$ cat config.mk
export PLATFORM = sky130hd
export DESIGN_NAME = l1d_mshr_queue
export DESIGN_NICKNAME = d
export VERILOG_FILES = /design/src/verilog/l1d_pkg.sv /design/src/verilog/l1d_mshr_queue.sv
export SDC_FILE = /design/constraint.sdc
export NUM_CORES = 1
export LEC_CHECK = 0
export ABC_AREA = 1
export BUFFER_PORTS_ARGS = -buffer_cell sky130_fd_sc_hd__buf_2
export CORE_ASPECT_RATIO = 1.1
export CORE_UTILIZATION = 35
export CTS_BUF_LIST = sky130_fd_sc_hd__clkbuf_16
export DETAILED_ROUTE_END_ITERATION = 10
export PLACE_DENSITY = 0.56
export SLEW_MARGIN = 20
export SYNTH_ARGS = -nofsm -noshare
export SYNTH_HDL_FRONTEND = slang
export SYNTH_SLANG_ARGS = --single-unit
$ cat constraint.sdc
create_clock -name clk_in -period 9.58 [get_ports clk_in]
set_input_delay 1.437 -clock clk_in [delete_from_list [all_inputs] [get_ports clk_in]]
set_output_delay 1.437 -clock clk_in [all_outputs]
set_load 0.005 [all_outputs]
$ cat src/verilog/l1d_pkg.sv
package l1d_pkg;

  // geometry of the address and of one line
  parameter int ADDR_BITS      = 16;
  parameter int DATA_BITS      = 64;
  parameter int WORDS_PER_LINE = 4;
  parameter int OFFSET_BITS    = 5;
  parameter int WORD_SEL_BITS  = 2;
  parameter int REQ_TAG_BITS   = 6;

  typedef logic [ADDR_BITS-1:0] addr_t;
  typedef logic [ADDR_BITS-OFFSET_BITS-1:0] block_addr_t;
  typedef logic [DATA_BITS-1:0] word_t;
  // word 0 sits in the low bits of the line
  typedef logic [WORDS_PER_LINE*DATA_BITS-1:0] line_t;

  // request from the load/store unit, also the entry kept in the MSHR queue
  typedef struct packed {
    addr_t                   addr;
    logic                    write;
    word_t                   wdata;
    logic [REQ_TAG_BITS-1:0] tag;
  } lsu_req_t;

  // read data is zero when the response completes a write
  typedef struct packed {
    logic [REQ_TAG_BITS-1:0] tag;
    logic                    write;
    word_t                   rdata;
  } lsu_resp_t;

  // write is set for a writeback, line is ignored on a line read
  typedef struct packed {
    block_addr_t block;
    logic        write;
    line_t       line;
  } mem_req_t;

  typedef struct packed {
    block_addr_t block;
    line_t       line;
  } mem_fill_t;

  typedef enum logic [2:0] {
    IDLE,
    LOOKUP,
    RESPOND,
    WRITEBACK,
    REFILL,
    WAIT_FILL,
    INSTALL,
    REPLAY
  } ctrl_state_t;

endpackage
$ cat src/verilog/l1d_mshr_queue.sv
`timescale 1ns/1ps

module l1d_mshr_queue #(
  parameter int MSHR_DEPTH = 4
) (
  input  logic                 clk_in,
  input  logic                 rst_N_in,
  input  logic                 open,
  input  l1d_pkg::block_addr_t block,
  input  logic                 push,
  input  l1d_pkg::lsu_req_t    push_entry,
  input  logic                 pop,
  output l1d_pkg::lsu_req_t    head,
  output logic                 empty,
  output logic                 full,
  output logic                 pending,
  output l1d_pkg::block_addr_t pending_block
);

  localparam int PTR_BITS   = (MSHR_DEPTH > 1) ? $clog2(MSHR_DEPTH) : 1;
  localparam int COUNT_BITS = $clog2(MSHR_DEPTH + 1);

  l1d_pkg::lsu_req_t     entries [MSHR_DEPTH];
  logic [PTR_BITS-1:0]   wr_ptr;
  logic [PTR_BITS-1:0]   rd_ptr;
  logic [COUNT_BITS-1:0] count;
  logic                  do_push;
  logic                  do_pop;

  // pointers wrap at the depth, which need not be a power of two
  function automatic logic [PTR_BITS-1:0] next_ptr(input logic [PTR_BITS-1:0] ptr);
    if (ptr == PTR_BITS'(MSHR_DEPTH - 1)) begin
      return '0;
    end else begin
      return ptr + 1'b1;
    end
  endfunction

  assign empty = (count == '0);
  assign full = (count == COUNT_BITS'(MSHR_DEPTH));
  assign head = entries[rd_ptr];
  assign do_push = push && !full;
  assign do_pop = pop && !empty;

  always_ff @(posedge clk_in) begin
    if (!rst_N_in) begin
      wr_ptr  <= '0;
      rd_ptr  <= '0;
      count   <= '0;
      pending <= 1'b0;
    end else begin
      if (do_push) begin
        wr_ptr <= next_ptr(wr_ptr);
      end
      if (do_pop) begin
        rd_ptr <= next_ptr(rd_ptr);
      end
      if (do_push && !do_pop) begin
        count <= count + 1'b1;
      end else if (do_pop && !do_push) begin
        count <= count - 1'b1;
      end
      // the episode ends when replay drains the last entry
      if (open) begin
        pending <= 1'b1;
      end else if (do_pop && !do_push && count == COUNT_BITS'(1)) begin
        pending <= 1'b0;
      end
    end
  end

  always_ff @(posedge clk_in) begin
    if (do_push) begin
      entries[wr_ptr] <= push_entry;
    end
    if (open) begin
      pending_block <= block;
    end
  end

endmodule

=== After elaboration in Yosys (flattened, before gate mapping) ===
Memories as Yosys holds them, arrays and structs flattened. A register that Yosys moved wholly into a read port is not among the register bits.
Index checks and enable logic that the tools add are counted.

* Bits in registers: 19
* Memory bits (writable): 348
* Input port bits: 103
* Output and inout bits: 101
* Word-level logic and storage cells: 36
* Memories kept: 1

* Add/subtract/negate cells: 4
* Equal/unequal tests: 4
* Mux-type cells: 10
* Reductions and logical operators: 12

{| class="wikitable"
|+ Memory list
! memory !! depth !! bits a word !! rd ports !! clocked after Yosys merged registers in !! write ports !! RTL line !! source
|-
| entries || 4 || 87 || 1 || 1 || 1 || l1d_mshr_queue.sv:23 || <nowiki>l1d_pkg::lsu_req_t entries [MSHR_DEPTH];</nowiki>
|}

{| class="wikitable"
|+ Operators by type and width
! kind !! number
|-
| 2-bit two-way mux || 4
|-
| 3-bit two-way mux || 2
|-
| 1-bit logical AND || 5
|-
| 2-bit by 1-bit adder with 2-bit output, second input constant || 2
|-
| 2-bit == test, second input constant || 2
|-
| 1-bit zero test || 4
|-
| 1-bit two-way mux || 4
|-
| 2-bit nonzero test || 2
|-
| 3-bit by 1-bit adder with 3-bit output, second input constant || 1
|-
| 3-bit by 1-bit == test with 1-bit output, second input constant || 1
|-
| 3-bit == test, second input constant || 1
|-
| 3-bit zero test || 1
|-
| 3-bit by 1-bit subtractor with 3-bit output, second input constant || 1
|}

=== Longest topological paths before layout ===
* Depth after elaboration: 8
* Depth in mapped cells: 13
* Gate-level depth less buffers: 13

=== Least setup slack after synthesis ===
OpenSTA, ideal clock, no wires.

* Path kind: input -> register
* Start: in push
* End: mem entries[0][0] in the netlist's numbering (enable)
* Library setup time: 0.534 ns
* Arrival time: 5.241 ns
* Data required time: 9.046 ns
* Setup slack: 3.806 ns
* Cell stages on the path: 2
* Path buffers: 0
* Cells stage by stage: nand2_1 -> nor2_1

* Longest elaborated chain between the ends: 3

{| class="wikitable"
|+ RTL lines
! what !! RTL line !! source
|-
| start, declared || l1d_mshr_queue.sv:10 || <nowiki>input logic push,</nowiki>
|-
| 1-bit logical AND || l1d_mshr_queue.sv:42 || <nowiki>assign do_push = push && !full;</nowiki>
|-
| 1-bit two-way mux || l1d_mshr_queue.sv:73 || <nowiki>if (do_push) begin</nowiki>
|-
| 1-bit two-way mux (not written as such) || l1d_mshr_queue.sv:74 || <nowiki>entries[wr_ptr] <= push_entry;</nowiki>
|-
| end, declared || l1d_mshr_queue.sv:23 ||
|}

No other way between the ends.

==> flow_summary.json <==
{
  "status": "completed",
  "die_area_um2": 40310,
  "mostFrequentLayoutCells": "edfxtp_1 (359), buf_2 (203), nor2_1 (185)",
  "cts-buffers-inserted": 40,
  "r2r_cells": 7,
  "start_util_pct": 35.38,
  "final_nets": 1251,
  "ctsResizeCount": 0,
  "num_rows": 76,
  "fin_crit_sh_pct": 47.65,
  "drc": 0,
  "worstSkewPairLatency_ns": 0.55,
  "multi_input_area_um2": 2405,
  "fmax_mhz": 219.1,
  "place_area_um2": 15240,
  "num_io_pins": 204,
  "setup_viol": 0,
  "die_w_um": 191.5,
  "wire_per_inst_um": 18.05,
  "drive_gt1_share_pct": 24.19,
  "drt-total-wl_mm": 30.24,
  "syn_nets": 1048,
  "antenna_found_initial": 5,
  "layout_commonest_cell": "edfxtp_1",
  "whs_path_depth": 2,
  "synthesis.area_um2": 13830,
  "rsz0062_at_grt": "no",
  "setup_tns_ns": 0,
  "ys_types": 20,
  "cp_max_fo": 48,
  "start_kind": "flop",
  "drtIter0Drc": 436,
  "nFillCells": 3575,
  "hold_buffers": 0,
  "first_pass_iters": 5,
  "grt_max_degree": 104,
  "hold_violations": 0,
  "drv_cap": 0,
  "seq_area_um2": 10990,
  "ctsRootBufferMaster": "clkbuf_16",
  "ys_ff_latch": 369,
  "clock-skew-final_ns": 0.01887,
  "cp.arrival_ns": 3.13,
  "grt_pass1_wl_mm": 45.60,
  "drt-vias-per-instance": 4.920,
  "cts_tree": "yes",
  "yosysWarningCount": 0,
  "grt_overflow": 0,
  "end_kind": "primary output",
  "required_ns": 8.14,
  "finalPower_mw": 4.650,
  "crit_type": "flop to primary output",
  "htreeDepth": 2,
  "core_um2": 39080,
  "cts.sinks": 369,
  "drv_slew": 0,
  "post-dp-hpwl_mm": 16.13,
  "final_area_um2": 16540,
  "ys_seq_area_share_pct": 79.41,
  "clk_path_buf_depth": 3,
  "port_buffers": 203,
  "pwr_density_cell_nw_per_um2": 281.1,
  "post_cts_buffers": 0,
  "avgSynthCellArea_um2": 14.80,
  "area_growth_pct": 19.65,
  "hold_class": "flop to flop",
  "grt_pass1_vias": 8129,
  "fin_cells": 1675,
  "fin_crit_ns": 4.565,
  "syn-instance-count": 934,
  "routabilityCongestion": 0.7247,
  "tightestPinTransition_ns": 0.9387,
  "die_y_um": 210.5,
  "vias": 8241,
  "relSlewSlack_pct": 37.42,
  "grt_usage_pct": 15.04,
  "ant_nets": 0,
  "power.ir.vdd_worst_mv": 0.1582,
  "path_clk_slew_ns": 0.06,
  "post-place-cells": 1601,
  "holdWs_ns": 0.4963,
  "p_leak_nw": 5.868
}
==> registers in the layout (all words and copies together), names as in the netlist, named ones only <==
name,cells
count,3
wr_ptr,2
rd_ptr,2
pending_block,11
pending,1
entries,348
==> power breakdown <==
group / switching [mW] / internal [mW] / leakage, nW
Clock: 0.612 / 0.885 / 0.654
Combinational: 0.718 / 0.393 / 1.83
Sequential: 0.0635 / 1.98 / 3.38
Total: 1.39 / 3.26 / 5.87
==> synth_stat cells <==
| master | instances | area [µm²] |
|---|---|---|
| nand3_1 | 3 | 15.01 |
| o21ai_0 | 96 | 480.5 |
| clkbuf_2 | 6 | 30.03 |
| edfxtp_1 | 359 | 10780 |
| buf_6 | 13 | 146.4 |
| buf_2 | 9 | 45.04 |
| o22ai_1 | 87 | 544.3 |
| xnor2_1 | 1 | 8.760 |
| or2_2 | 1 | 6.260 |
| ha_1 | 11 | 137.6 |
| buf_4 | 14 | 105.1 |
| inv_2 | 1 | 3.750 |
| o21ai_1 | 82 | 410.4 |
| dfxtp_1 | 10 | 200.2 |
| a21oi_1 | 5 | 25.02 |
| nand2_1 | 10 | 37.54 |
| nor2_1 | 189 | 709.4 |
| clkbuf_1 | 14 | 52.55 |
| inv_4 | 1 | 6.260 |
| inv_1 | 22 | 82.58 |
==> cell families (layout without fill, tap and decap cells) <==
logic type,after synthesis,count (layout),share of synthesized area [%]
xor gates and xnor gates,1,1,0.06335
buffers and inverters,80,312,3.411
and+or+nand+nor,203,203,5.556
adders and majority gates,11,11,0.9954
DFF,369,369,79.41
other,0,2,0
AOI/OAI and AO/OA,270,270,10.56
==> per-layer routing <==
metal | global-route usage, % | wire, µm
met1 | 19.68 | 13300
met2 | 24.04 | 14120
met3 | 4.512 | 2204
met4 | 4.488 | 586
met5 | 0 | 30
==> layout make-up <==
| class | count | share of cell area [%] |
|---|---|---|
| Timing Repair Buffer | 217 | 6.897 |
| Clock buffer | 41 | 6.201 |
| Multi-Input combinational cell | 485 | 14.54 |
| Inverter | 24 | 0.5748 |
| Tap cell | 507 | 3.834 |
| Antenna cell | 2 | 0.03025 |
| Sequential cell | 369 | 66.41 |
| Clock inverter | 30 | 1.513 |
==> stage by stage <==
stage | setup WS [ns] | util, %
after floorplan | 3.806 | -
after global placement | 5.532 | 38.98
after detailed placement | 5.512 | 38.98
after CTS | 4.849 | 42.25
after global routing | 4.801 | 42.32
final | 5.015 | 42.33
==> critical path: stages, from the launching register on <==
cell and delay (ns):
dfxtp_4 0.51, inv_2 0.68, buf_4 0.64, o21ai_0 0.20, o22ai_1 0.33, buf_2 0.18
==> path summary, 6_finish.rpt <==
| kind | startpoint | end | slack (ns) |
|---|---|---|---|
| min reg2reg | pending$_SDFFE_PN0P_ | pending$_SDFFE_PN0P_ | 0.50 |
| max | flop | head[1] | 5.02 |
| max reg2reg | count[0]$_SDFFE_PN0P_ | entries[0][26]$_DFFE_PP_ | 6.62 |
| min | pending$_SDFFE_PN0P_ | pending$_SDFFE_PN0P_ | 0.50 |
(Power assumes the default switching activity.)
