===== src/verilog/l1d_pkg.sv =====
package l1d_pkg;

  // geometry of the address and of one line
  parameter int ADDR_BITS      = 16;
  parameter int DATA_BITS      = 64;
  parameter int WORDS_PER_LINE = 4;
  parameter int OFFSET_BITS    = 5;
  parameter int WORD_SEL_BITS  = 2;
  parameter int REQ_TAG_BITS   = 6;

  typedef logic [ADDR_BITS-1:0] addr_t;
  typedef logic [ADDR_BITS-OFFSET_BITS-1:0] block_addr_t;
  typedef logic [DATA_BITS-1:0] word_t;
  // word 0 sits in the low bits of the line
  typedef logic [WORDS_PER_LINE*DATA_BITS-1:0] line_t;

  // request from the load/store unit, also the entry kept in the MSHR queue
  typedef struct packed {
    addr_t                   addr;
    logic                    write;
    word_t                   wdata;
    logic [REQ_TAG_BITS-1:0] tag;
  } lsu_req_t;

  // read data is zero when the response completes a write
  typedef struct packed {
    logic [REQ_TAG_BITS-1:0] tag;
    logic                    write;
    word_t                   rdata;
  } lsu_resp_t;

  // write is set for a writeback, line is ignored on a line read
  typedef struct packed {
    block_addr_t block;
    logic        write;
    line_t       line;
  } mem_req_t;

  typedef struct packed {
    block_addr_t block;
    line_t       line;
  } mem_fill_t;

  typedef enum logic [2:0] {
    IDLE,
    LOOKUP,
    RESPOND,
    WRITEBACK,
    REFILL,
    WAIT_FILL,
    INSTALL,
    REPLAY
  } ctrl_state_t;

endpackage

===== src/verilog/l1d_line_store.sv =====
`timescale 1ns/1ps

module l1d_line_store #(
  parameter int LINE_COUNT = 16
) (
  input  logic                 clk_in,
  input  logic                 rst_N_in,
  input  l1d_pkg::addr_t       lookup_addr,
  input  logic                 word_we,
  input  l1d_pkg::word_t       word_data,
  input  logic                 install_en,
  input  l1d_pkg::line_t       install_line,
  output logic                 hit,
  output logic                 victim_dirty,
  output l1d_pkg::block_addr_t victim_block,
  output l1d_pkg::line_t       victim_line,
  output l1d_pkg::word_t       read_word
);

  localparam int INDEX_BITS = $clog2(LINE_COUNT);
  localparam int CTAG_BITS  = l1d_pkg::ADDR_BITS - l1d_pkg::OFFSET_BITS - INDEX_BITS;
  localparam int WORD_LSB   = l1d_pkg::OFFSET_BITS - l1d_pkg::WORD_SEL_BITS;

  logic [LINE_COUNT-1:0] valid_bits;
  logic [LINE_COUNT-1:0] dirty_bits;
  logic [CTAG_BITS-1:0]  tag_array  [LINE_COUNT];
  l1d_pkg::line_t        data_array [LINE_COUNT];

  logic [INDEX_BITS-1:0]             index;
  logic [CTAG_BITS-1:0]              ctag;
  logic [l1d_pkg::WORD_SEL_BITS-1:0] word_sel;

  // address splits into cache tag, line index, word select and byte offset
  assign ctag = lookup_addr[l1d_pkg::ADDR_BITS-1 -: CTAG_BITS];
  assign index = lookup_addr[l1d_pkg::OFFSET_BITS +: INDEX_BITS];
  assign word_sel = lookup_addr[l1d_pkg::OFFSET_BITS-1:WORD_LSB];

  assign hit = valid_bits[index] && (tag_array[index] == ctag);
  assign victim_dirty = valid_bits[index] && dirty_bits[index];
  assign victim_block = {tag_array[index], index};
  assign victim_line = data_array[index];
  assign read_word = data_array[index][word_sel*l1d_pkg::DATA_BITS +: l1d_pkg::DATA_BITS];

  // a fresh line arrives clean, a store makes it dirty
  always_ff @(posedge clk_in) begin
    if (!rst_N_in) begin
      valid_bits <= '0;
      dirty_bits <= '0;
    end else if (install_en) begin
      valid_bits[index] <= 1'b1;
      dirty_bits[index] <= 1'b0;
    end else if (word_we) begin
      dirty_bits[index] <= 1'b1;
    end
  end

  always_ff @(posedge clk_in) begin
    if (install_en) begin
      tag_array[index]  <= ctag;
      data_array[index] <= install_line;
    end else if (word_we) begin
      data_array[index][word_sel*l1d_pkg::DATA_BITS +: l1d_pkg::DATA_BITS] <= word_data;
    end
  end

endmodule


===== config.mk =====
export PLATFORM = sky130hd
export DESIGN_NAME = l1d_line_store
export DESIGN_NICKNAME = d
export VERILOG_FILES = /design/src/verilog/l1d_pkg.sv /design/src/verilog/l1d_line_store.sv
export SDC_FILE = /design/constraint.sdc
export NUM_CORES = 2
export LEC_CHECK = 0
export ABC_AREA = 1
export BUFFER_PORTS_ARGS = -buffer_cell sky130_fd_sc_hd__buf_4
export CAP_MARGIN = 20
export CELL_PAD_IN_SITES_DETAIL_PLACEMENT = 1
export CELL_PAD_IN_SITES_GLOBAL_PLACEMENT = 2
export CORE_UTILIZATION = 46
export CTS_BUF_LIST = sky130_fd_sc_hd__clkbuf_2 sky130_fd_sc_hd__clkbuf_4 sky130_fd_sc_hd__clkbuf_8
export DETAILED_ROUTE_END_ITERATION = 10
export GPL_TIMING_DRIVEN = 0
export HOLD_SLACK_MARGIN = 0.1
export PLACE_DENSITY_LB_ADDON = 0.1
export SETUP_SLACK_MARGIN = 0.4
export SYNTH_ARGS = -nofsm -noshare
export SYNTH_HDL_FRONTEND = slang
export SYNTH_MEMORY_MAX_BITS = 65536
export SYNTH_SLANG_ARGS = --single-unit

===== constraint.sdc =====
create_clock -name clk_in -period 7.1 [get_ports clk_in]
set_clock_uncertainty 0.15 [all_clocks]
set_input_delay 0 -clock clk_in [delete_from_list [all_inputs] [get_ports clk_in]]
set_output_delay 0 -clock clk_in [all_outputs]
set_load 0.02 [all_outputs]

**Word-level counts from Yosys, hierarchy flattened**

Memory sizes are Yosys's and may differ from the RTL's.
Cells that the tools add are included.

- Register bits after elaboration: 32
- Logic and storage cells: 544
- Memories kept: 2
- Input bits: 340
- Bits in writable memories: 4,208
- Output and inout port bits: 333

- Equality and inequality tests: 1
- Order comparisons: 2
- Reduce and logical (&&, ||, !) cells: 4
- Multiplexer cells: 269
- Bitwise operators: 260
- Shift operators: 3
- Add/sub/neg operators: 1

Memory list:

| memory | depth | bits a word | rd ports | clocked after Yosys merged registers in | wr ports | RTL line | text |
|---|---|---|---|---|---|---|---|
| data_array | 16 | 256 | 1 | 0 | 1 | l1d_line_store.sv:27 | `l1d_pkg::line_t data_array [LINE_COUNT];` |
| tag_array | 16 | 7 | 1 | 0 | 1 | l1d_line_store.sv:26 | `logic [CTAG_BITS-1:0] tag_array [LINE_COUNT];` |

Operator list:

| cell | count |
|---|---|
| $mux 1 | 263 |
| $mux 256 | 1 |
| $or 1x1->1 | 256 |
| $shift 64x34->256 const A | 1 |
| $shiftx 256x9->64 | 1 |
| $shiftx 64x34->256 | 1 |
| $neg 8->34 | 1 |
| $mux 16 | 2 |
| $or 16x16->16 | 2 |
| $and 16x16->16 | 1 |
| $not 16->16 | 1 |
| $bmux 1 s4 | 2 |
| $eq 7x7->1 | 1 |
| $lt 4x5->1 const B | 1 |
| $demux 1 s4 | 1 |
| $ge 4x1->1 const B | 1 |
| $logic_and 1x1->1 | 3 |
| $reduce_bool 2->1 | 1 |

**Depth between registers and ports, before layout**

- Depth in word-level cells: 7
- Gate-level depth with buffers: 16
- Depth with buffers taken out: 13

**Worst setup path before layout**

Ideal clock, no wire load.

- Path type: input to register
- Start: in lookup_addr[3]
- End: mem data_array[10][128] in the netlist's numbering, enable pin
- Data arrival time: 4,336 ps
- Cell stages on the path: 11
- Setup slack: 2,127 ps
- Data required time: 6,463 ps
- Path through: clkbuf_1 inv_1 clkbuf_1 clkbuf_1 ha_1 inv_1 clkbuf_1 nor2_1 nor2_1 clkbuf_1 nor2_1

- Cells in the longest elaborated chain, start to end: 4

RTL lines:

| item | RTL line | text |
|---|---|---|
| start, declared | l1d_line_store.sv:8 | `input l1d_pkg::addr_t lookup_addr,` |
| $neg 8->34 | l1d_line_store.sv:62 | `data_array[index][word_sel*l1d_pkg::DATA_BITS +: l1d_pkg::DATA_BITS] <= word_data;` |
| $shift 64x34->256 | l1d_line_store.sv:62 |  |
| $mux 256 (not written as such) | l1d_line_store.sv:62 |  |
| $or 1x1->1 (no line) | - |  |
| end, declared | l1d_line_store.sv:27 |  |

No other way between the ends.

**Worst setup path in the final report**

- Start: in lookup_addr[3]
- End: mem data_array[3][158] in the netlist's numbering (data pin)

- Cells in the longest elaborated chain, start to end: 4

RTL lines:

| item | RTL line |
|---|---|
| $neg 8->34 * | l1d_line_store.sv:62 |
| $shift 64x34->256 | l1d_line_store.sv:62 |
| $mux 256 (not written as such) | l1d_line_store.sv:62 |
| $mux 1 (no line) * | - |

Every way passes the cells marked *; elsewhere a longest branch is shown, timed or not.

==> impl_metrics.py <==
metrics = {
    "sta": {
        "finalHoldViolations": 0,
        "setup_viol_count_final": 0,
        "period_share": 0.920,
        "worst_pin_slew_ns": 1.62,
        "maxSlewHeadroom": -0.0909,
        "rsz0062_at_grt": "false",
        "clock.fmax_ghz": 0.153,
        "fin_setup_tns_ns": 0,
        "period_needed_ns": 6.53,
        "slew_violations": 2,
        "worst_hold_slack_ns": 0.139,
    },
    "detailed_routing": {
        "dr.pass1.iters": 9,
        "wl_mm": 862,
        "vias": 129704,
        "avgRoutedWirePerCell_um": 43.5,
        "remaining_drc_errors": 0,
        "drt_iter0_markers": 23208,
        "final_antenna_net_count": 0,
        "vias_per_cell": 6.55,
    },
    "synthesis": {
        "synth_cell_types": 27,
        "synthArstFlopShare": 0,
        "synth_most_common_cell": "edfxtp_1",
        "post-synth-top-area-fraction": 0.765,
        "syn_nets": 12213,
        "synth.top_cells.by_area": "edfxtp_1, a22oi_1, nand2_1, buf_2, o21ai_0",
        "synth.cell_area_mm2": 0.165,
        "avgSynthCellArea_um2": 13.9,
        "yosysTopAreaCell": "edfxtp_1",
        "synth_enable_flop_cells": 4208,
        "synth_warnings": 0,
        "syn_inst": 11868,
        "seq_area_frac_synth": 0.769,
        "synthTopCellsByCount": "edfxtp_1, nand2_1, a22oi_1, buf_2, nor2_1",
        "synth_top_flop_cell": "edfxtp_1",
        "synth-seq-cells": 4240,
    },
    "global_routing": {
        "grt_start_max_net_pins": 23,
        "grt_first_pass_wirelength_mm": 1120,
        "overflow": 0,
        "track_usage": 0.467,
        "antenna_found_initial": 127,
        "first_global_vias": 124687,
    },
    "floorplan": {
        "pin_count": 673,
        "rows": 219,
        "initial_core_util": 0.463,
        "die_h_um": 601,
        "coreArea_mm2": 0.356,
        "die_area_mm2": 0.362,
        "fp.dieW_um": 601,
    },
    "job": {
        "maxCapViolCount": 1,
    },
    "worst_setup_path": {
        "critical_path_required_ns": 7.93,
        "arrival_ns": 7.36,
        "critical_path_class": "input pin to flip-flop",
        "cp-end-kind": "flip-flop",
        "r2r_slack_ns": 5.74,
        "cp_max_fo": 16,
        "startpoint_type": "input pin",
    },
    "clock_network": {
        "root_buffer": "clkbuf_8",
        "clk_latency_ns": 1.34,
        "clk_pin_slew_ns": 0.06,
        "clk_path_buf_depth": 4,
        "postCtsResizedCells": 0,
        "cts_tree": "done",
        "htree_num_levels": 6,
        "cts_sinks": 4240,
        "cts_buffers": 700,
    },
    "hold_path": {
        "worst_hold_path_type": "input pin to flip-flop",
    },
    "layout": {
        "layout-drive-gt1-share": 0.190,
        "area_growth_syn_to_layout_pct": 24.6,
        "layout.nets": 14734,
        "fin_cells": 19801,
    },
    "placed_design": {
        "place_hpwl_mm": 620,
        "portBuffers": 665,
        "gp_congestion": 1.07,
        "placed_cells": 17726,
    },
    "run_status": {
        "outcome": "complete, but fails checks",
        "failed_checks": "capacitance limit, slew limit",
    },
    "pwr": {
        "vdd_drop_max_uv": 216,
        "p_leak_uw": 0.0760,
        "power_density_mw_per_mm2": 276,
    },
}
[through the flow]
step                utilization  cell area (µm²)  worst slack (ns)  total power, µW
floorplan                     -           165000              2.13            31200
global placement          0.494           176000             -7.34            34600
detailed placement        0.519           185000             0.789            34900
CTS                       0.575           205000              1.06            56100
global route              0.577           206000             0.841            57500
finish                    0.577           206000             0.570            56800
[layer usage]
| layer | part of all wire | global-route usage | vias up |
|---|---|---|---|
| li1 | - | - | 49616 |
| met1 | 0.34 | 0.581 | 66098 |
| met2 | 0.42 | 0.661 | 11179 |
| met3 | 0.14 | 0.150 | 2751 |
| met4 | 0.10 | 0.394 | 60 |
| met5 | 0.00046 | 0.000132 | - |
[area by class of cell]
type                       instances  area (µm²)
antenna                          106         265
buffer                           754        3540
sequential                      4240      127000
inverter                         319        1200
clock buffer                     972       11700
fill                           34704      151000
multi-input combinational       6555       34200
tap                             4751        5940
timing repair buffer            1819       20300
clock inverter                   285        1690
[worst max-delay path, cell delays in order]
cell           delay, ns
dlygate4sd3_1       0.55
buf_4               0.20
clkbuf_1            0.17
inv_1               0.18
clkbuf_1            0.62
clkbuf_1            0.68
ha_1                0.27
inv_1               0.22
clkbuf_2            0.59
nor2_1              0.60
buf_2               0.59
buf_2               0.34
nand4_1             0.11
nand2_1             0.12
dlygate4sd3_1       0.66
buf_12              0.16
dlygate4sd3_1       1.16
[placed cells by master, fill, tap and decap left out, types with 266 or more instances in the layout]
cell type	n
a22oi_1	2048
nand2_1	3416
edfxtp_1	4208
nor2_1	307
inv_1	313
dlygate4sd3_1	668
clkbuf_8	717
buf_2	429
buf_4	723
clkbuf_4	266
[where the power goes]
part | leakage (µW) | internal, µW | switching, µW
sequential | 0.0377 | 28200 | 152
clock | 0.00713 | 11000 | 10500
combinational | 0.0311 | 1760 | 5130
total | 0.0760 | 41000 | 15800
[registers in the layout (all words and copies together) (netlist names), named ones only]
signal,flops
tag_array,112
data_array,4096
valid_bits,16
[worst paths after layout]
kind | from | to | cells after the start
worst min-delay path | install_line[210] | data_array[10][210] | 4
worst max-delay path | lookup_addr[3] | data_array[3][158] | 17
worst max register to register | flip-flop | flip-flop | 3
worst min register to register | valid_bits[12] | valid_bits[12] | 1
[cells by family (layout without fill, tap and decap cells)]
logic type	count (synthesis)	in the layout	synth area share
simple gates	4133	4133	0.0974
other cells	0	106	0
compound gates	2417	2417	0.105
flops	4240	4240	0.769
buf+inv	1073	4149	0.0286
fa+ha+maj	5	5	0.000379
[repair_timing]
action / CTS / global route
hold endpoints to repair: 6562 / 116
setup buffers: 0 / 0
hold buffers: 659 / 9
No activity file was read; power rests on OpenSTA's default activity.
