File: src/verilog/l1d_pkg.sv
package l1d_pkg;

  // geometry of the address and of one line
  parameter int ADDR_BITS      = 16;
  parameter int DATA_BITS      = 64;
  parameter int WORDS_PER_LINE = 4;
  parameter int OFFSET_BITS    = 5;
  parameter int WORD_SEL_BITS  = 2;
  parameter int REQ_TAG_BITS   = 6;

  typedef logic [ADDR_BITS-1:0] addr_t;
  typedef logic [ADDR_BITS-OFFSET_BITS-1:0] block_addr_t;
  typedef logic [DATA_BITS-1:0] word_t;
  // word 0 sits in the low bits of the line
  typedef logic [WORDS_PER_LINE*DATA_BITS-1:0] line_t;

  // request from the load/store unit, also the entry kept in the MSHR queue
  typedef struct packed {
    addr_t                   addr;
    logic                    write;
    word_t                   wdata;
    logic [REQ_TAG_BITS-1:0] tag;
  } lsu_req_t;

  // read data is zero when the response completes a write
  typedef struct packed {
    logic [REQ_TAG_BITS-1:0] tag;
    logic                    write;
    word_t                   rdata;
  } lsu_resp_t;

  // write is set for a writeback, line is ignored on a line read
  typedef struct packed {
    block_addr_t block;
    logic        write;
    line_t       line;
  } mem_req_t;

  typedef struct packed {
    block_addr_t block;
    line_t       line;
  } mem_fill_t;

  typedef enum logic [2:0] {
    IDLE,
    LOOKUP,
    RESPOND,
    WRITEBACK,
    REFILL,
    WAIT_FILL,
    INSTALL,
    REPLAY
  } ctrl_state_t;

endpackage
File: src/verilog/l1d_controller.sv
`timescale 1ns/1ps

module l1d_controller (
  input  logic                 clk_in,
  input  logic                 rst_N_in,
  input  logic                 lsu_req_valid,
  output logic                 lsu_req_ready,
  input  l1d_pkg::lsu_req_t    lsu_req,
  output logic                 lsu_resp_valid,
  input  logic                 lsu_resp_ready,
  output l1d_pkg::lsu_resp_t   lsu_resp,
  output logic                 mem_req_valid,
  input  logic                 mem_req_ready,
  output l1d_pkg::mem_req_t    mem_req,
  input  logic                 mem_fill_valid,
  output logic                 mem_fill_ready,
  input  l1d_pkg::mem_fill_t   mem_fill,
  output logic                 push,
  output l1d_pkg::lsu_req_t    push_entry,
  output logic                 pop,
  output logic                 open,
  input  l1d_pkg::lsu_req_t    head,
  input  logic                 empty,
  input  logic                 full,
  input  logic                 pending,
  input  l1d_pkg::block_addr_t pending_block,
  output l1d_pkg::addr_t       lookup_addr,
  output logic                 word_we,
  output l1d_pkg::word_t       word_data,
  output logic                 install_en,
  output l1d_pkg::line_t       install_line,
  input  logic                 hit,
  input  logic                 victim_dirty,
  input  l1d_pkg::block_addr_t victim_block,
  input  l1d_pkg::line_t       victim_line,
  input  l1d_pkg::word_t       read_word
);

  l1d_pkg::ctrl_state_t state;
  l1d_pkg::ctrl_state_t next_state;
  l1d_pkg::lsu_req_t    cur_req;
  l1d_pkg::lsu_resp_t   resp_q;
  l1d_pkg::mem_fill_t   fill_q;
  l1d_pkg::lsu_req_t    op;

  logic same_block;
  logic req_fire;
  logic resp_fire;
  logic mem_fire;
  logic fill_fire;
  logic load_resp;

  assign same_block = (lsu_req.addr[l1d_pkg::ADDR_BITS-1:l1d_pkg::OFFSET_BITS] == pending_block);

  // the fill can only come back once the line read has gone out
  assign mem_fill_ready = pending && (state == l1d_pkg::IDLE || state == l1d_pkg::WAIT_FILL);
  assign fill_fire = mem_fill_valid && mem_fill_ready;

  // while a miss is open only the pending block gets in, and a fill takes priority
  assign lsu_req_ready = (state == l1d_pkg::IDLE) && !full && (!pending || same_block) &&
                         !fill_fire;
  assign req_fire = lsu_req_valid && lsu_req_ready;

  assign lsu_resp_valid = (state == l1d_pkg::RESPOND);
  assign lsu_resp = resp_q;
  assign resp_fire = lsu_resp_valid && lsu_resp_ready;

  assign mem_req_valid = (state == l1d_pkg::WRITEBACK) || (state == l1d_pkg::REFILL);
  assign mem_fire = mem_req_valid && mem_req_ready;

  // the victim stays addressed through WRITEBACK, so the payload holds under back-pressure
  always_comb begin
    mem_req.block = pending_block;
    mem_req.write = 1'b0;
    mem_req.line  = '0;
    if (state == l1d_pkg::WRITEBACK) begin
      mem_req.block = victim_block;
      mem_req.write = 1'b1;
      mem_req.line  = victim_line;
    end
  end

  // replay works on the queue head, a fresh lookup on the registered request
  assign op = (state == l1d_pkg::REPLAY) ? head : cur_req;

  always_comb begin
    lookup_addr = op.addr;
    if (state == l1d_pkg::INSTALL) begin
      lookup_addr = {fill_q.block, {l1d_pkg::OFFSET_BITS{1'b0}}};
    end
  end

  assign word_data = op.wdata;
  assign word_we = op.write && ((state == l1d_pkg::LOOKUP && hit) ||
                                (state == l1d_pkg::REPLAY && !empty));
  assign install_en = (state == l1d_pkg::INSTALL);
  assign install_line = fill_q.line;

  // every miss is queued; only the first one of an episode opens it
  assign push = (state == l1d_pkg::LOOKUP) && !hit;
  assign push_entry = cur_req;
  assign open = push && !pending;
  assign pop = (state == l1d_pkg::REPLAY) && !empty;

  assign load_resp = ((state == l1d_pkg::LOOKUP) && hit) || pop;

  always_comb begin
    next_state = state;
    case (state)
      l1d_pkg::IDLE: begin
        if (fill_fire) begin
          next_state = l1d_pkg::INSTALL;
        end else if (req_fire) begin
          next_state = l1d_pkg::LOOKUP;
        end
      end
      l1d_pkg::LOOKUP: begin
        if (hit) begin
          next_state = l1d_pkg::RESPOND;
        end else if (pending) begin
          // secondary miss, merged into the open episode
          next_state = l1d_pkg::IDLE;
        end else if (victim_dirty) begin
          next_state = l1d_pkg::WRITEBACK;
        end else begin
          next_state = l1d_pkg::REFILL;
        end
      end
      l1d_pkg::RESPOND: begin
        // pending is still set while replay has entries left
        if (resp_fire) begin
          next_state = pending ? l1d_pkg::REPLAY : l1d_pkg::IDLE;
        end
      end
      l1d_pkg::WRITEBACK: begin
        if (mem_fire) begin
          next_state = l1d_pkg::REFILL;
        end
      end
      l1d_pkg::REFILL: begin
        if (mem_fire) begin
          next_state = l1d_pkg::WAIT_FILL;
        end
      end
      l1d_pkg::WAIT_FILL: begin
        next_state = fill_fire ? l1d_pkg::INSTALL : l1d_pkg::IDLE;
      end
      l1d_pkg::INSTALL: begin
        next_state = l1d_pkg::REPLAY;
      end
      l1d_pkg::REPLAY: begin
        next_state = empty ? l1d_pkg::IDLE : l1d_pkg::RESPOND;
      end
      default: begin
        next_state = l1d_pkg::IDLE;
      end
    endcase
  end

  always_ff @(posedge clk_in) begin
    if (!rst_N_in) begin
      state <= l1d_pkg::IDLE;
    end else begin
      state <= next_state;
    end
  end

  always_ff @(posedge clk_in) begin
    if (req_fire) begin
      cur_req <= lsu_req;
    end
    if (fill_fire) begin
      fill_q <= mem_fill;
    end
    if (load_resp) begin
      resp_q.tag   <= op.tag;
      resp_q.write <= op.write;
      resp_q.rdata <= op.write ? '0 : read_word;
    end
  end

endmodule

File: config.mk
export PLATFORM = sky130hd
export DESIGN_NAME = l1d_controller
export DESIGN_NICKNAME = d
export VERILOG_FILES = /design/src/verilog/l1d_pkg.sv /design/src/verilog/l1d_controller.sv
export SDC_FILE = /design/constraint.sdc
export NUM_CORES = 1
export LEC_CHECK = 0
export ABC_AREA = 0
export ABC_CLOCK_PERIOD_IN_PS = 23000
export BUFFER_PORTS_ARGS = -buffer_cell sky130_fd_sc_hd__buf_4
export CORE_AREA = 2 2 601 603
export DETAILED_ROUTE_END_ITERATION = 10
export DIE_AREA = 0 0 603 605
export PLACE_DENSITY = 0.3
export SKIP_LAST_GASP = 1
export SYNTH_ARGS = -nofsm -noshare
export SYNTH_HDL_FRONTEND = slang
export SYNTH_SLANG_ARGS = --single-unit
File: constraint.sdc
create_clock -name clk_in -period 23 [get_ports clk_in]
set_input_delay 2.3 -clock clk_in [delete_from_list [all_inputs] [get_ports clk_in]]
set_output_delay 2.3 -clock clk_in [all_outputs]
set_load 0.02 [all_outputs]
Yosys cells after proc, flatten, opt, wreduce, memory -nomap -nowiden
Index checks and enable logic that the tools add are counted.
W data, S select, Z words.
- register bits: 428
- input bits: 794
- output and inout port bits: 771
- word-level logic and storage cells: 61
- eq/ne operators: 12
- mux-type cells: 15
- reductions and logical operators: 24
- operator list (operator ; number):
    $mux W268 ; 1
    $mux W87 ; 1
    $mux W3 ; 10
    $pmux W3 S8 ; 1
    $mux W16 ; 1
    $logic_and A1 B1 Y1 ; 13
    $eq A3 B3 Y1 const B ; 4
    $eq A11 B11 Y1 ; 1
    $eq A3 B2 Y1 const B ; 2
    $logic_not A1 Y1 ; 5
    $logic_or A1 B1 Y1 ; 4
    $ne A2 B2 Y1 const B ; 2
    $reduce_and A4 Y1 ; 1
    $eq A3 B1 Y1 const B ; 1
    $logic_not A3 Y1 ; 1
    $ne A3 B3 Y1 const B ; 1
    $mux W2 ; 1
    $ne A2 B1 Y1 const B ; 1

Longest topological paths before layout
Gate-level depths: netlist (run 1).
- depth after elaboration: 10
- depth in mapped cells: 7
- gate-level depth less buffers: 5

Least setup slack after synthesis (run 1)
No wires, ideal clock.
- path type: input -> register
- from: in pending
- to: reg fill_q[256] (netlist name) (enable)
- setup time: 1.222 ns
- arrival: 20.507 ns
- data required time: 21.778 ns
- setup slack: 1.272 ns
- stages on the path: 2
- buffers on the path: 0
- cells stage by stage: nand2b_1 nor3_1
- cells in the longest elaborated chain, start to end: 2
- RTL lines (element ; line ; source):
    start: declaration ; l1d_controller.sv:25 ; input logic pending,
    $logic_and A1 B1 Y1 ; l1d_controller.sv:56 ; assign mem_fill_ready = pending && (state == l1d_pkg::IDLE || state == l1d_pkg::WAIT_FILL);
    $logic_and A1 B1 Y1 ; l1d_controller.sv:57 ; assign fill_fire = mem_fill_valid && mem_fill_ready;
    net fill_fire ; l1d_controller.sv:50 ; logic fill_fire;
    end signal: assignment ; l1d_controller.sv:173 ; fill_q <= mem_fill;
    end: declaration ; l1d_controller.sv:43 ; l1d_pkg::mem_fill_t fill_q;
The timed path passes the listed nets, and every way through them passes these cells.
A chain may end at the register's enable or synchronous reset.

==> insert_results.sql, run 1 <==
INSERT INTO impl_metrics (metric_group, metric, value, unit) VALUES
('yosys', 'ys_dominant_reg_cell', 'sky130_fd_sc_hd__edfxtp_1', ''),
('flow_run', 'max_cap_viols', '0', ''),
('pwr', 'static-leakage-power', '15.1', 'nW'),
('global_routing', 'number_of_antenna_violations_at_the_first_check_in_global_routing', '257', ''),
('detailed_routing', 'firstDrtPassIters', '5', ''),
('global_routing', 'grt_pass1_wl', '282000', 'µm'),
('placement', 'dp_cells', '7315', ''),
('detailed_routing', 'count_of_routing_violations_after_the_opening_detailed_route_iteration', '1356', ''),
('yosys', 'yosys-top-cells-area', 'sky130_fd_sc_hd__edfxtp_1 (66%), sky130_fd_sc_hd__buf_4 (13%), sky130_fd_sc_hd__and3_1 (8.3%)', ''),
('worst_setup_path', 'crit_path_end_kind', 'primary output', ''),
('detailed_routing', 'drt-wirelength-per-cell', '32.7', 'µm'),
('clock_network', 'ctsHtreeMaxLevel', '2', ''),
('sta', 'slew_headroom', '18.5', '%'),
('sta', 'report.final.setup_viol', '0', ''),
('global_routing', 'first_global_vias', '17377', ''),
('sta', 'hold_violations', '0', ''),
('yosys', 'post_synth_num_cell_types', '33', ''),
('clock_network', 'clock_insertion_delay_worst_skew', '0.76', 'ns'),
('yosys', 'post_synth_inst_count', '1365', ''),
('yosys', 'synth_seq_area_share', '66.5', '%'),
('sta', 'fmaxAchievable', '0.162', 'GHz'),
('detailed_routing', 'detailroute.via_count', '17486', ''),
('layout', 'layout.cells.non_filler', '7490', ''),
('floorplanning', 'core_ar', '358000', 'µm²'),
('worst_setup_path', 'critPathMaxFanout', '116', ''),
('yosys', 'synth_edf_count', '425', ''),
('sta', 'tightestPinTransition', '1.22', 'ns'),
('min_path', 'hold_class', 'reg2reg', ''),
('pwr', 'total_power_per_unit_cell_area', '82.3', 'nW/µm²'),
('pwr', 'power.ir.vdd_worst', '0.0637', 'mV'),
('worst_setup_path', 'cpPeakStageDelay', '0.73', 'ns'),
('sta', 'fin_crit_sh', '26.8', '%'),
('sta', 'timing.final.max_slew_violations', '0', ''),
('sta', 'fin_skew', '0.0630', 'ns'),
('clock_network', 'cts_hold_buffers', '0', ''),
('yosys', 'synth-seq-cells', '428', ''),
('global_routing', 'largest_net_degree_at_the_start_of_global_routing', '117', ''),
('worst_setup_path', 'cp_common_cell', 'sky130_fd_sc_hd__buf_4', ''),
('outcome', 'outcome', 'complete, no violations', ''),
('layout', 'final_nets', '3399', ''),
('global_routing', 'gr-total-overflow', '0', ''),
('detailed_routing', 'routed_wl', '245000', 'µm'),
('floorplanning', 'die_y', '605', 'µm'),
('detailed_routing', 'ant_nets', '0', ''),
('placement', 'gpl_wtd_cong', '0.928', ''),
('worst_setup_path', 'cp.required', '20.70', 'ns'),
('worst_setup_path', 'crit_path_cell_trace', 'nor2b_4, buf_4, buf_4, and3_1, buf_4', ''),
('clock_network', 'ctsResizeCount', '0', ''),
('layout', 'final_util', '10.2', '%'),
('layout', 'fillerInstances', '41124', ''),
('yosys', 'synth_nets', '2159', ''),
('placement', 'dp_hpwl', '224000', 'µm'),
('yosys', 'post-synth-top-area-cell', 'sky130_fd_sc_hd__edfxtp_1', ''),
('clock_network', 'cts_buffers', '61', ''),
('layout', 'flow.area_growth_from_synthesis', '90.0', '%'),
('clock_network', 'cts_sink_cnt', '428', ''),
('detailed_routing', 'mean_number_of_vias_per_cell', '2.33', ''),
('yosys', 'synthesis.area_per_instance', '14.1', 'µm²'),
('worst_setup_path', 'timing.critical_path.arrival', '3.86', 'ns'),
('sta', 'finalSetupTns', '0', 'ns'),
('layout', 'final_layout_size_suffix_gt1_share', '66.4', '%'),
('yosys', 'synth_largest_type_area_fraction', '66.2', '%'),
('sta', 'finalWorstPathRequiredPeriod', '6.16', 'ns'),
('clock_network', 'cts.reportedPaths.clkPinSlew', '0.06', 'ns'),
('clock_network', 'ctsRootBufferMaster', 'sky130_fd_sc_hd__clkbuf_16', ''),
('worst_setup_path', 'worstSetupStartpointType', 'flip-flop', ''),
('clock_network', 'tritoncts', 'done', ''),
('floorplanning', 'initial_core_util', '5.38', '%'),
('placement', 'io_buffer_count', '1564', ''),
('worst_setup_path', 'crit_type', 'reg2out', ''),
('worst_setup_path', 'critical-path-slowest-cell', 'sky130_fd_sc_hd__buf_4', '');
Yosys cell counts (2+ instances only):
cell                       number
sky130_fd_sc_hd__nand2b_1       3
sky130_fd_sc_hd__dfxtp_1        3
sky130_fd_sc_hd__mux2_2        77
sky130_fd_sc_hd__nand2_1       32
sky130_fd_sc_hd__nor4_1         2
sky130_fd_sc_hd__and3_1       256
sky130_fd_sc_hd__nor2b_1        2
sky130_fd_sc_hd__a21oi_1        5
sky130_fd_sc_hd__nor3_1         7
sky130_fd_sc_hd__a21o_1         2
sky130_fd_sc_hd__edfxtp_1     425
sky130_fd_sc_hd__nand3_1        6
sky130_fd_sc_hd__mux2_1         4
sky130_fd_sc_hd__clkbuf_1      61
sky130_fd_sc_hd__buf_4        327
sky130_fd_sc_hd__buf_2         15
sky130_fd_sc_hd__nor2_1        10
sky130_fd_sc_hd__and2_1        68
sky130_fd_sc_hd__inv_1          5
sky130_fd_sc_hd__o21ai_0       18
sky130_fd_sc_hd__xor2_1        12
sky130_fd_sc_hd__mux2i_1       14
layer usage:
metal | share of wire, % | GRT usage, % | vias up
li1 | - | - | 7189
met1 | 31 | 11.5 | 8436
met2 | 52 | 23.5 | 1228
met3 | 13 | 7.98 | 479
met4 | 4.1 | 4.08 | 154
met5 | 0.41 | 0 | -
final timing paths:
kind	start	end	slack, ns	cells after the start
hold / removal	push_entry[4]$_DFFE_PP_	lsu_resp[69]$_DFFE_PN_	0.62	1
setup / recovery	state[1]$_SDFFE_PN0P_	mem_req[253]	16.84	5
setup reg to reg	state[0]$_SDFFE_PN0P_	install_line[188]$_DFFE_PP_	18.61	6
hold reg to reg	push_entry[4]$_DFFE_PP_	lsu_resp[69]$_DFFE_PN_	0.62	1
cells in the final DEF, fill, tap and decap left out, types with 3 or more instances in the layout:
cell type and n:
sky130_fd_sc_hd__clkinvlp_4 5, sky130_fd_sc_hd__diode_2 62, sky130_fd_sc_hd__mux2_1 4, sky130_fd_sc_hd__and3_1 256, sky130_fd_sc_hd__mux2_2 77, sky130_fd_sc_hd__inv_1 5, sky130_fd_sc_hd__a21oi_1 5, sky130_fd_sc_hd__and2_1 67
sky130_fd_sc_hd__nand2b_1 3, sky130_fd_sc_hd__clkinv_1 13, sky130_fd_sc_hd__clkinv_2 12, sky130_fd_sc_hd__mux2i_1 13, sky130_fd_sc_hd__inv_6 6, sky130_fd_sc_hd__clkbuf_16 61, sky130_fd_sc_hd__xor2_1 12, sky130_fd_sc_hd__buf_4 1581
sky130_fd_sc_hd__nor3_1 6, sky130_fd_sc_hd__nand2_1 32, sky130_fd_sc_hd__nand3_1 6, sky130_fd_sc_hd__edfxtp_1 425, sky130_fd_sc_hd__o21ai_0 18, sky130_fd_sc_hd__bufinv_16 8, sky130_fd_sc_hd__clkbuf_1 3, sky130_fd_sc_hd__nor2_1 9
layout make-up:
| class | instances | area [µm²] | share of cell area, % |
|---|---|---|---|
| antenna | 62 | 155 | 0.424 |
| clock buffer | 64 | 1540 | 4.20 |
| clock inverter | 49 | 533 | 1.46 |
| inverter | 5 | 18.8 | 0.0513 |
| multi-input combinational | 528 | 3700 | 10.1 |
| sequential | 428 | 12800 | 35.0 |
| tap | 4773 | 5970 | 16.3 |
| timing repair buffer | 1581 | 11900 | 32.4 |
cell families (layout without fill, tap and decap cells):
logic type / Yosys count / in the layout / share of synthesized area [%]
muxes: 95 / 95 / 5.46
buffers and inverters: 409 / 1699 / 14.4
DFF: 428 / 428 / 66.5
AOI/OAI and AO/OA: 32 / 32 / 0.968
other: 0 / 62 / 0
and+or+nand+nor: 389 / 389 / 12.0
xor gates and xnor gates: 12 / 12 / 0.545
through the flow:
step                total power, W  hold WS [ns]  setup WS [ns]  cell area [µm²]
floorplan                  0.00160         0.602           1.27            19300
global placement           0.00207         0.594          16.83            34400
detailed placement         0.00207         0.617          16.77            34400
CTS                        0.00311         0.632          16.74            36500
global route               0.00315         0.650          16.60            36500
finish                     0.00301         0.623          16.84            36600
critical path: cells and delay by family, from the launching register on:
kind | cells | cell delay (ns)
buffers and inverters | 3 | 1.59
and+or+nand+nor | 2 | 0.72
DFF | 1 | 0.57
power breakdown:
part / internal [W] / leakage, nW / switching (W) / total, W
clock network: 0.000577 / 1.00 / 0.000425 / 0.00100
logic: 0.000316 / 10.2 / 0.000637 / 0.000953
registers: 0.00100 / 3.94 / 0.0000582 / 0.00106
total: 0.00189 / 15.1 / 0.00112 / 0.00301
registers in the layout (all words and copies together) (netlist names):
signal,cells
push_entry,87
state,3
install_line,256
lsu_resp,71
fill_q,11
Power figures use the tool's default switching activity.
==> run 2: changes to the inputs <==
--- a/config.mk
+++ b/config.mk
@@ -6,7 +6,7 @@
 export NUM_CORES = 1
 export LEC_CHECK = 0
 export ABC_AREA = 0
-export ABC_CLOCK_PERIOD_IN_PS = 23000
+export ABC_CLOCK_PERIOD_IN_PS = 6000
 export BUFFER_PORTS_ARGS = -buffer_cell sky130_fd_sc_hd__buf_4
 export CORE_AREA = 2 2 601 603
 export DETAILED_ROUTE_END_ITERATION = 10
==> constraint.sdc (replaced) <==
create_clock -name clk_in -period 6 [get_ports clk_in]
set_input_delay 0.6 -clock clk_in [delete_from_list [all_inputs] [get_ports clk_in]]
set_output_delay 0.6 -clock clk_in [all_outputs]
set_load 0.02 [all_outputs]
==> insert_results.sql, run 2 (synthesis gave the netlist of run 1 again) <==
INSERT INTO impl_metrics (metric_group, metric, value, unit) VALUES
('outcome', 'outcome', 'complete, no violations', ''),
('layout', 'fin_area', '40500', 'µm²'),
('global_routing', 'gr-total-overflow', '0', ''),
('floorplanning', 'top_level_ports', '1565', ''),
('clock_network', 'cts_sink_cnt', '428', ''),
('sta', 'grt_setup_unrepaired', 'no', ''),
('clock_network', 'cts.reportedPaths.clkPinSlew', '0.05', 'ns'),
('worst_setup_path', 'crit_type', 'reg2out', ''),
('floorplanning', 'dieWidth', '603', 'µm'),
('pwr', 'total_power', '0.0124', 'W'),
('placement', 'dp_cells', '7313', ''),
('floorplanning', 'die_y', '605', 'µm'),
('global_routing', 'grt_most_used_layer', 'met2', ''),
('sta', 'fin_skew', '0.0549', 'ns'),
('flow_run', 'max_cap_viols', '0', ''),
('sta', 'finalWorstPathRequiredPeriod', '4.75', 'ns'),
('clock_network', 'ctsHtreeMaxLevel', '3', ''),
('detailed_routing', 'ant_nets', '0', ''),
('pwr', 'static-leakage-power', '16.7', 'nW'),
('detailed_routing', 'total_drc_errors_in_the_routed_layout', '0', ''),
('global_routing', 'grt_util_all_layers', '13.6', '%'),
('layout', 'commonest_non_fill_non_tap_cell_in_the_layout', 'sky130_fd_sc_hd__buf_4', ''),
('global_routing', 'largest_net_degree_at_the_start_of_global_routing', '114', ''),
('global_routing', 'met1_routing_resource_usage_after_global_routing', '12.8', '%'),
('layout', 'layout.cells.non_filler', '7866', ''),
('sta', 'fin_crit_sh', '79.1', '%'),
('worst_setup_path', 'critPathMaxFanout', '29', ''),
('layout', 'flow.area_growth_from_synthesis', '110', '%'),
('worst_setup_path', 'crit_path_end_kind', 'primary output', ''),
('layout', 'fillerInstances', '41082', ''),
('layout', 'leading_cell_types_in_the_layout_fill_and_taps_excluded', 'sky130_fd_sc_hd__buf_4 (1575), sky130_fd_sc_hd__edfxtp_1 (425), sky130_fd_sc_hd__dlygate4sd3_1 (353)', ''),
('placement', 'gpl_wtd_cong', '0.922', ''),
('global_routing', 'globalRouteMet2Util', '25.3', '%'),
('clock_network', 'tritoncts', 'done', ''),
('sta', 'tightestPinTransition', '1.39', 'ns'),
('global_routing', 'first_global_vias', '19842', ''),
('global_routing', 'number_of_antenna_violations_at_the_first_check_in_global_routing', '236', ''),
('layout', 'final_nets', '3763', ''),
('detailed_routing', 'mean_number_of_vias_per_cell', '2.45', ''),
('pwr', 'power.ir.vdd_worst', '0.169', 'mV'),
('detailed_routing', 'drt-wirelength-per-cell', '32.9', 'µm'),
('detailed_routing', 'routed_wl', '259000', 'µm'),
('clock_network', 'post-cts-setup-buffer-count', '0', ''),
('sta', 'slew_headroom', '7.37', '%'),
('floorplanning', 'core_ar', '358000', 'µm²'),
('layout', 'largest_register_ff_count', '256', ''),
('sta', 'hold_violations', '0', ''),
('global_routing', 'met3_usage', '7.02', '%'),
('clock_network', 'cts_buffers', '74', ''),
('sta', 'timing.final.max_slew_violations', '0', ''),
('placement', 'placed_cell_area', '34400', 'µm²'),
('global_routing', 'grt_pass1_wl', '301000', 'µm'),
('detailed_routing', 'detailroute.via_count', '19234', ''),
('pwr', 'total_power_per_unit_cell_area', '307', 'nW/µm²'),
('sta', 'report.final.setup_viol', '0', ''),
('clock_network', 'clockBufferDepth', '4', ''),
('layout', 'final_layout_size_suffix_gt1_share', '58.6', '%'),
('clock_network', 'ctsRootBufferMaster', 'sky130_fd_sc_hd__clkbuf_16', ''),
('worst_setup_path', 'timing.critical_path.arrival', '4.15', 'ns'),
('clock_network', 'ctsResizeCount', '0', ''),
('worst_setup_path', 'r2r_slack', '2.11', 'ns'),
('min_path', 'hold_class', 'in2reg', ''),
('floorplanning', 'initial_core_util', '5.38', '%'),
('layout', 'final_util', '11.3', '%'),
('placement', 'io_buffer_count', '1564', ''),
('floorplanning', 'full_die_area', '365000', 'µm²'),
('placement', 'dp_hpwl', '234000', 'µm'),
('sta', 'fmaxAchievable', '0.211', 'GHz'),
('floorplanning', 'number_of_placement_rows', '220', ''),
('worst_setup_path', 'worstSetupStartpointType', 'flip-flop', ''),
('detailed_routing', 'count_of_routing_violations_after_the_opening_detailed_route_iteration', '1352', ''),
('sta', 'finalSetupTns', '0', 'ns'),
('clock_network', 'clock_insertion_delay_worst_skew', '0.77', 'ns'),
('detailed_routing', 'firstDrtPassIters', '5', ''),
('worst_setup_path', 'cp.required', '5.40', 'ns');
## run 2: through the flow
step / worst slack, ns / hold WS [ns]
after floorplan: -1.77 / 0.602
after global placement: 2.04 / 0.580
after detailed placement: 2.10 / 0.604
after CTS: 1.22 / 0.0107
after global routing: 1.04 / 0.0463
final: 1.25 / 0.0946
## run 2: final cells by class
type	instances	area, µm²	share of cell area (%)
Sequential cell	428	12800	31.7
Inverter	5	18.8	0.0463
Timing Repair Buffer	1932	15400	38.1
Tap cell	4773	5970	14.7
Antenna cell	75	188	0.463
Clock inverter	41	423	1.04
Clock buffer	84	1910	4.72
Multi-Input combinational cell	528	3730	9.20
## run 2: repair_timing
| action | 4_1_cts | 5_1_grt |
|---|---|---|
| setup endpoints to repair | 0 | 0 |
| hold buffers | 353 | 0 |
| endpoints found under the hold margin | 353 | 0 |
## run 2: critical path, cell delays in order (launching register included)
cell,delay (ns)
sky130_fd_sc_hd__dfxtp_1,0.79
sky130_fd_sc_hd__nand2_1,0.84
sky130_fd_sc_hd__o21ai_0,0.96
sky130_fd_sc_hd__and2_4,0.40
sky130_fd_sc_hd__and2_1,0.19
sky130_fd_sc_hd__buf_4,0.16
## run 2: per-layer routing
metal	vias to the layer above	part of all wire [%]
met4	128	3.5
met2	1301	52
li1	7917	-
met5	-	0.31
met1	9402	32
met3	486	11
## run 2: report_power, final
group	total, W	internal, W	switching, W
Clock	0.00436	0.00258	0.00178
Combinational	0.00393	0.00138	0.00255
Sequential	0.00413	0.00384	0.000287
## run 2: path summary, 6_finish.rpt
check | from | end | depth (start not counted)
setup / recovery | state[2]$_SDFFE_PN0P_ | word_we | 5
hold / removal | mem_fill[143] | install_line[143]$_DFFE_PP_ | 1
setup reg to reg | state[2]$_SDFFE_PN0P_ | lsu_resp[2]$_SDFFCE_PP0N_ | 4
hold reg to reg | push_entry[3]$_DFFE_PP_ | lsu_resp[68]$_DFFE_PN_ | 1
